==> config.mk <==
export PLATFORM = sky130hd
export DESIGN_NAME = sound_classifier
export DESIGN_NICKNAME = d
export VERILOG_FILES = /design/src/hw/classifier_spectrum_pkg.sv /design/src/hw/classifier_gate_pkg.sv /design/src/hw/band_config_regs.sv /design/src/hw/band_peak_detector.sv /design/src/hw/sound_gate.sv /design/src/hw/sound_classifier.sv
export SDC_FILE = /design/constraint.sdc
export NUM_CORES = 2
export LEC_CHECK = 0
export ABC_AREA = 1
export BUFFER_PORTS_ARGS = -buffer_cell sky130_fd_sc_hd__clkbuf_2
export CORE_AREA = 3 3 420 422
export CTS_BUF_LIST = sky130_fd_sc_hd__clkbuf_2
export CTS_CLUSTER_SIZE = 40
export DETAILED_ROUTE_END_ITERATION = 8
export DIE_AREA = 0 0 423 425
export GPL_TIMING_DRIVEN = 0
export PLACE_DENSITY = 0.62
export SKIP_CTS_REPAIR_TIMING = 1
export SYNTH_ARGS = -nofsm -noshare
export SYNTH_HDL_FRONTEND = slang
export SYNTH_SLANG_ARGS = --single-unit
==> constraint.sdc <==
create_clock -name clk -period 71.8 [get_ports clk]
set_clock_uncertainty 0.05 [all_clocks]
set_input_delay 0 -clock clk [delete_from_list [all_inputs] [get_ports clk]]
set_output_delay 0 -clock clk [all_outputs]
set_load 0.03 [all_outputs]
==> src/hw/classifier_spectrum_pkg.sv <==
package classifier_spectrum_pkg;

  // one magnitude per spectrum bin, unsigned
  localparam int MAG_W = 32;

  typedef logic [MAG_W-1:0] mag_t;  // bin magnitude and threshold

  // bin index used for the band cutoffs
  localparam int BIN_IDX_W = 8;

  typedef logic [BIN_IDX_W-1:0] bin_idx_t;

  // bins per frame unless the top level overrides it
  localparam int DEFAULT_N_BINS = 32;

  // largest bin count the cutoff index can still address
  localparam int MAX_N_BINS = 1 << BIN_IDX_W;

endpackage : classifier_spectrum_pkg

==> src/hw/classifier_gate_pkg.sv <==
package classifier_gate_pkg;

  // counts frames, not clock cycles
  typedef logic [15:0] frame_cnt_t;

  // hysteresis states of the presence gate
  typedef enum logic [1:0] {
    GATE_QUIET = 2'd0,  // no sound reported
    GATE_SOUND = 2'd1,  // sound reported, watching for a quiet run
    GATE_HOLD  = 2'd2   // quiet run seen, output still held high
  } gate_state_e;

endpackage : classifier_gate_pkg

==> src/hw/band_config_regs.sv <==
module band_config_regs
  import classifier_spectrum_pkg::*;
#(
  parameter int N_BINS = DEFAULT_N_BINS
) (
  input  logic              clk,
  input  logic              reset,

  input  logic              cutoff_low_val,
  input  bin_idx_t          cutoff_low_msg,
  input  logic              cutoff_high_val,
  input  bin_idx_t          cutoff_high_msg,
  input  logic              cutoff_mag_val,
  input  mag_t              cutoff_mag_msg,

  output logic [N_BINS-1:0] band_mask,
  output mag_t              threshold
);

  bin_idx_t          cutoff_low;
  bin_idx_t          cutoff_high;
  logic [N_BINS-1:0] mask_next;

  always_ff @(posedge clk) begin
    if (reset) begin
      cutoff_low  <= '0;
      cutoff_high <= '0;
      threshold   <= '0;
    end else begin
      if (cutoff_low_val)  cutoff_low  <= cutoff_low_msg;
      if (cutoff_high_val) cutoff_high <= cutoff_high_msg;
      if (cutoff_mag_val)  threshold   <= cutoff_mag_msg;
    end
  end

  // bit i set when low <= i <= high, an inverted range leaves it empty
  always_comb begin
    for (int i = 0; i < N_BINS; i++) begin
      mask_next[i] = (int'(cutoff_low) <= i) && (i <= int'(cutoff_high));
    end
  end

  // registered so the detector sees a plain mask one edge after the cutoffs
  always_ff @(posedge clk) begin
    if (reset) begin
      band_mask <= N_BINS'(1);  // low = high = 0 selects bin 0
    end else begin
      band_mask <= mask_next;
    end
  end

endmodule : band_config_regs

==> src/hw/band_peak_detector.sv <==
module band_peak_detector
  import classifier_spectrum_pkg::*;
#(
  parameter int N_BINS = DEFAULT_N_BINS
) (
  input  logic              clk,
  input  logic              reset,

  // frame from the spectrum unit
  input  logic              recv_val,
  input  mag_t              recv_msg [N_BINS],

  // decoded configuration
  input  logic [N_BINS-1:0] band_mask,
  input  mag_t              threshold,

  // per frame hot decision
  output logic              frame_done,
  output logic              frame_hot
);

  mag_t frame_mag [N_BINS];  // latched frame
  logic frame_val;           // frame_mag holds a fresh frame this cycle
  mag_t peak;                // largest in-band magnitude
  logic peak_over;

  // frame payload, captured only on the strobe
  always_ff @(posedge clk) begin
    if (recv_val) begin
      for (int i = 0; i < N_BINS; i++) begin
        frame_mag[i] <= recv_msg[i];
      end
    end
  end

  always_ff @(posedge clk) begin
    if (reset) begin
      frame_val <= 1'b0;
    end else begin
      frame_val <= recv_val;
    end
  end

  // masked-out bins count as zero, so they can never win
  always_comb begin
    peak = '0;
    for (int i = 0; i < N_BINS; i++) begin
      if (band_mask[i] && (frame_mag[i] > peak)) begin
        peak = frame_mag[i];
      end
    end
  end

  // strictly above, equal to the threshold is still quiet
  assign peak_over = peak > threshold;

  always_ff @(posedge clk) begin
    if (reset) begin
      frame_done <= 1'b0;
      frame_hot  <= 1'b0;
    end else begin
      frame_done <= frame_val;
      frame_hot  <= frame_val && peak_over;  // low between frames
    end
  end

endmodule : band_peak_detector

==> src/hw/sound_gate.sv <==
module sound_gate
  import classifier_gate_pkg::*;
#(
  parameter frame_cnt_t ON_FRAMES   = 16'd300,
  parameter frame_cnt_t OFF_FRAMES  = 16'd2000,
  parameter frame_cnt_t HOLD_FRAMES = 16'd10
) (
  input  logic clk,
  input  logic reset,

  input  logic frame_done,
  input  logic frame_hot,

  output logic send_val,
  output logic send_msg
);

  gate_state_e state, state_next;
  frame_cnt_t  on_cnt, on_cnt_next;
  frame_cnt_t  off_cnt, off_cnt_next;
  frame_cnt_t  hold_cnt, hold_cnt_next;
  frame_cnt_t  on_inc, off_inc, hold_inc;

  assign on_inc   = on_cnt + 16'd1;
  assign off_inc  = off_cnt + 16'd1;
  assign hold_inc = hold_cnt + 16'd1;

  // next state, evaluated only when a frame decision arrives
  always_comb begin
    state_next    = state;
    on_cnt_next   = on_cnt;
    off_cnt_next  = off_cnt;
    hold_cnt_next = hold_cnt;

    if (frame_done) begin
      case (state)
        GATE_QUIET: begin
          if (!frame_hot) begin
            on_cnt_next = '0;  // run broken
          end else if (on_inc == ON_FRAMES) begin
            state_next  = GATE_SOUND;
            on_cnt_next = '0;
          end else begin
            on_cnt_next = on_inc;
          end
        end

        GATE_SOUND: begin
          if (frame_hot) begin
            off_cnt_next = '0;
          end else if (off_inc == OFF_FRAMES) begin
            state_next    = GATE_HOLD;
            off_cnt_next  = '0;
            hold_cnt_next = '0;
          end else begin
            off_cnt_next = off_inc;
          end
        end

        GATE_HOLD: begin
          if (frame_hot) begin
            state_next    = GATE_SOUND;  // sound came back during hold
            hold_cnt_next = '0;
          end else if (hold_inc == HOLD_FRAMES) begin
            state_next    = GATE_QUIET;
            hold_cnt_next = '0;
          end else begin
            hold_cnt_next = hold_inc;
          end
        end

        default: begin
          state_next    = GATE_QUIET;
          on_cnt_next   = '0;
          off_cnt_next  = '0;
          hold_cnt_next = '0;
        end
      endcase
    end
  end

  always_ff @(posedge clk) begin
    if (reset) begin
      state    <= GATE_QUIET;
      on_cnt   <= '0;
      off_cnt  <= '0;
      hold_cnt <= '0;
      send_val <= 1'b0;
      send_msg <= 1'b0;
    end else begin
      state    <= state_next;
      on_cnt   <= on_cnt_next;
      off_cnt  <= off_cnt_next;
      hold_cnt <= hold_cnt_next;
      send_val <= frame_done;                 // one verdict per frame
      send_msg <= state_next != GATE_QUIET;   // sound or hold reads as present
    end
  end

endmodule : sound_gate

==> src/hw/sound_classifier.sv <==
module sound_classifier
  import classifier_spectrum_pkg::*;
  import classifier_gate_pkg::*;
#(
  parameter int         N_BINS      = DEFAULT_N_BINS,
  parameter frame_cnt_t ON_FRAMES   = 16'd300,
  parameter frame_cnt_t OFF_FRAMES  = 16'd2000,
  parameter frame_cnt_t HOLD_FRAMES = 16'd10
) (
  input  logic     clk,
  input  logic     reset,

  // spectrum frame
  input  logic     recv_val,
  input  mag_t     recv_msg [N_BINS],

  // band and threshold setup
  input  logic     cutoff_low_val,
  input  bin_idx_t cutoff_low_msg,
  input  logic     cutoff_high_val,
  input  bin_idx_t cutoff_high_msg,
  input  logic     cutoff_mag_val,
  input  mag_t     cutoff_mag_msg,

  // per frame verdict, no back-pressure
  output logic     send_val,
  output logic     send_msg
);

  logic [N_BINS-1:0] band_mask;
  mag_t              threshold;
  logic              frame_done;
  logic              frame_hot;

  band_config_regs #(
    .N_BINS (N_BINS)
  ) u_config (
    .clk             (clk),
    .reset           (reset),
    .cutoff_low_val  (cutoff_low_val),
    .cutoff_low_msg  (cutoff_low_msg),
    .cutoff_high_val (cutoff_high_val),
    .cutoff_high_msg (cutoff_high_msg),
    .cutoff_mag_val  (cutoff_mag_val),
    .cutoff_mag_msg  (cutoff_mag_msg),
    .band_mask       (band_mask),
    .threshold       (threshold)
  );

  // frame latched at k, hot decision at k+1
  band_peak_detector #(
    .N_BINS (N_BINS)
  ) u_detector (
    .clk        (clk),
    .reset      (reset),
    .recv_val   (recv_val),
    .recv_msg   (recv_msg),
    .band_mask  (band_mask),
    .threshold  (threshold),
    .frame_done (frame_done),
    .frame_hot  (frame_hot)
  );

  // verdict at k+2
  sound_gate #(
    .ON_FRAMES   (ON_FRAMES),
    .OFF_FRAMES  (OFF_FRAMES),
    .HOLD_FRAMES (HOLD_FRAMES)
  ) u_gate (
    .clk        (clk),
    .reset      (reset),
    .frame_done (frame_done),
    .frame_hot  (frame_hot),
    .send_val   (send_val),
    .send_msg   (send_msg)
  );

endmodule : sound_classifier

==> flow_summary.toml, run 1 <==
[run_status]
outcome = "did not finish"
stop_stage = "global routing"
stop_error = "[ERROR RSZ-0060] Max buffer count reached."

[floorplanning]
rows = 153
initial_core_util = 0.4189
die_h_um = 425
io_pins = 1080
die-width_um = 423

[clock_network]
cts_buffers = 340
root_buffer = "clkbuf_2"
cts.sinks = 1159
cts.path.max_buffers = 4
htree_levels = 5

[logic_synthesis]
synth_top_flop_cell = "edfxtp_1"
synth-seq-cells = 1159
yosys.area.top_type_share = 0.4233
synthCells = 7628
yosysWarnings = 0
async_flop_share = 0
synth_top_area_cell = "edfxtp_1"
synth_edf_count = 1024
ys_types = 70
syn_avg_cell_area_um2 = 9.524
synth_area_um2 = 72650
ys_seq_area_frac = 0.4605
synth_area_leaders = "edfxtp_1, ha_1, nand2_1, o21ai_0, dfxtp_1"
synth_nets = 9682

[timing]
worstEndpointType = "sequential cell input"
grt-worst-endpoint = "u_detector.frame_hot$_SDFF_PP0_/D"

[placed_design]
dpl.cell_count = 11050
dp_worst_setup_slack_ns = -12.03
dp_hpwl_um = 231500
globalplace.congestion = 1.000
io_buffers = 1078

[global_routing]
grt_max_degree = 122
[stage by stage]
stage | cell area, um2 | utilization
global placement | 80950 | 0.4667
detailed placement | 81260 | 0.4685
floorplan | 72650 | -
CTS | 84120 | 0.4850
[cells by family after synthesis]
kind of cell	Yosys count	synth area share
AO/OA/AOI/OAI	1714	0.1307
XOR/XNOR	28	0.003376
adder cells (fa/ha/maj)	976	0.1681
buffers and inverters	701	0.04650
flip-flops	1159	0.4605
AND/OR/NAND/NOR	3050	0.1909
[cell usage after synthesis (30+ instances only)]
| cell | n |
|---|---|
| a211oi_1 | 87 |
| a21oi_1 | 459 |
| and2_1 | 30 |
| buf_2 | 31 |
| buf_4 | 35 |
| buf_6 | 61 |
| clkbuf_1 | 91 |
| dfxtp_1 | 135 |
| edfxtp_1 | 1024 |
| ha_1 | 976 |
| inv_1 | 422 |
| inv_2 | 41 |
| nand2_1 | 1800 |
| nand2_2 | 139 |
| nand2_4 | 47 |
| nand3_1 | 314 |
| nand3_2 | 33 |
| nand3b_1 | 43 |
| nand4_1 | 119 |
| nor2_1 | 297 |
| nor3_1 | 88 |
| nor4_1 | 44 |
| o21ai_0 | 966 |
| o21bai_1 | 32 |
| or2_2 | 37 |
==> inputs of run 2 (changes only) <==
- CORE_AREA: 3 3 420 422 -> not set
- CORE_MARGIN: not set -> 3
- CORE_UTILIZATION: not set -> 40
- CTS_BUF_LIST: sky130_fd_sc_hd__clkbuf_2 -> not set
- CTS_CLUSTER_SIZE: 40 -> not set
- DIE_AREA: 0 0 423 425 -> not set
- PLACE_DENSITY: 0.62 -> not set
- PLACE_DENSITY_LB_ADDON: not set -> 0.15
==> run 2 against run 1 <==
  * The flow now finishes, with violations (negative hold slack)
  * Area after synthesis unchanged
  * Synthesized cell count unchanged
==> flow_summary.toml, run 2 <==
[floorplanning]
initial_core_util = 0.4050
core_um2 = 179400
dieArea_um2 = 186800
rows = 155
die_h_um = 432.2
die-width_um = 432.2
io_pins = 1080

[cells_and_area]
multi_input_area_um2 = 36920
largest_register_ffs = 1024
syn2layout_area_growth_pct = 50.27
final_core_util = 0.6085
drive_gt1_frac = 0.1866
layout.nets = 13100
stdcell_count = 13610
fillers = 14570
layout_commonest_cell = "dlygate4sd3_1"
top_register = "u_detector.frame_mag"
layout_common_cells = "dlygate4sd3_1, nand2_1, clkbuf_2"
reg_top3 = "u_detector.frame_mag x1024, u_config.band_mask x32, u_config.threshold x32"
seqCellArea_um2 = 33450

[critical_path]
crit_path_frequent_cell = "nand2_1"
endpoint_kind = "flip-flop"
crit_path_max_fanout = 10
ff2ff_path_depth = 341
r2r_start = "u_detector.frame_mag[0][2]"
cp_slowest_cell = "or4_2"
reg2reg_slack_ns = 2.80
critPathMaxStageDelay_ns = 0.72
critPathKind = "reg -> reg"
crit_arrival_ns = 69.59
cp.required_ns = 72.39
reg2reg_to = "u_detector.frame_hot"
critPathLaunchType = "flip-flop"

[logic_synthesis]
syn_avg_cell_area_um2 = 9.524
synth_area_leaders = "edfxtp_1, ha_1, nand2_1, o21ai_0, dfxtp_1"
synthCells = 7628
ys_types = 70
yosysMostFrequentCell = "nand2_1"
synth_area_um2 = 72650
synth_edf_count = 1024
yosys-top-cells-count = "nand2_1, edfxtp_1, ha_1"
synth_top_area_cell = "edfxtp_1"
yosysWarnings = 0
synth_nets = 9682
ys_seq_area_frac = 0.4605
yosys.area.top_type_share = 0.4233
async_flop_share = 0
synth_top_flop_cell = "edfxtp_1"
synth-seq-cells = 1159

[route]
routed_wirelength_um = 315000
vias_per_cell = 5.431
drc = 0
drt-initial-drc-count = 6202
wl_per_cell_um = 23.14
via_count = 73920
firstDrtPassIters = 6
ant_nets = 0

[timing]
min_period_ns = 69.00
setup_violations = 0
slew_headroom = 0.1838
post-route-period-util = 0.9610
drv_slew = 0
holdWs_ns = -0.003174
tns_ns = 0
worst_slew_pin_slew_ns = 1.215
hold_violations = 1
fmax_mhz = 14.49

[placed_design]
globalplace.congestion = 0.9618
dp_hpwl_um = 234500
io_buffers = 1078
dpl.cell_count = 11070

[global_routing]
grt_antenna_before_repair = 114
grt_max_degree = 117
overflow = 0
grt_pass1_vias = 60480
grt.total_usage = 0.2900
grt_pass1_wl_um = 393100

[power]
power_density_nw_per_um2 = 38.72
leakage_uw = 0.04879
ir_worst_vdd_mv = 0.02696

[run]
cap_viol_max_count = 0

[clock_network]
cts_buffers = 140
cts_tree = "yes"
root_buffer = "clkbuf_16"
insertion_delay_ns = 0.81
cts.sinks = 1159
cts.path.max_buffers = 3
htree_levels = 4
clkTransAtPathRegs_ns = 0.06

[worst_hold_path]
hold_depth = 4
min_to = "u_config.threshold[5]"
worstHoldPathType = "in -> reg"
min_from = "cutoff_mag_val"

[run_status]
failed_checks = "negative hold slack"
outcome = "finished with violations"
[run 2: cell counts after synthesis]
Identical to the previous run, type by type.
[run 2: metrics by stage]
stage	worst slack, ns	power (uW)	hold WS (ns)	area (um2)
after CTS	-13.44	4004	-0.7403	85950
after detailed placement	-13.16	3257	0.1286	81290
after global routing	-1.013	4579	-0.02181	109100
after floorplan	14.24	2473	0.04887	72650
final	2.803	4226	-0.003174	109200
after global placement	-12.25	3226	0.1268	80990
[run 2: layout make-up]
class | count | share of cell area
Antenna cell | 104 | 0.002384
Sequential cell | 1159 | 0.3064
Clock buffer | 172 | 0.03512
Timing Repair Buffer | 3268 | 0.2505
Multi-Input combinational cell | 5771 | 0.3382
Buffer | 224 | 0.01595
Clock inverter | 81 | 0.007530
Inverter | 477 | 0.01687
Tap cell | 2355 | 0.02699
[run 2: how the worst max path moves through the flow]
stage / start / to / slack [ns]
floorplan: u_detector.frame_mag[0][22] / u_detector.frame_hot / 14.24
global placement: u_detector.frame_mag[0][2] / u_detector.frame_hot / -12.25
detailed placement: u_detector.frame_mag[0][2] / u_detector.frame_hot / -13.16
CTS: u_detector.frame_mag[0][2] / u_detector.frame_hot / -13.44
global route: u_detector.frame_mag[0][26] / u_detector.frame_hot / -1.01
finish: u_detector.frame_mag[0][2] / u_detector.frame_hot / 2.80
[run 2: logic make-up (layout without fill, tap and decap cells)]
logic type               Yosys count  in the layout  share of synthesized area
AO/OA/AOI/OAI                   1714           1714                     0.1307
XOR/XNOR                          28             28                   0.003376
adder cells (fa/ha/maj)          976            976                     0.1681
buffers and inverters            701           4222                    0.04650
flip-flops                      1159           1159                     0.4605
other                              0            104                          0
AND/OR/NAND/NOR                 3050           3053                     0.1909
[run 2: per-layer routing]
layer	track usage	vias up	routed length, um
met5	0	-	82
met4	0.1571	14	19360
met3	0.04010	1053	20390
met2	0.4803	3509	153500
met1	0.3663	34970	121700
li1	-	34370	-
[run 2: power breakdown]
group | internal (uW) | total, uW | switching [uW]
clock | 431 | 738 | 307
combinational | 976 | 2660 | 1680
sequential | 792 | 833 | 40.8
[run 2: worst max-delay path: cells and delay by family (launching register included)]
| family | cells | cell delay (ns) |
|---|---|---|
| flip-flops | 1 | 0.41 |
| adder cells (fa/ha/maj) | 32 | 10.33 |
| AO/OA/AOI/OAI | 82 | 17.27 |
| buffers and inverters | 43 | 7.66 |
| AND/OR/NAND/NOR | 184 | 32.84 |
(Power assumes the default switching activity.)
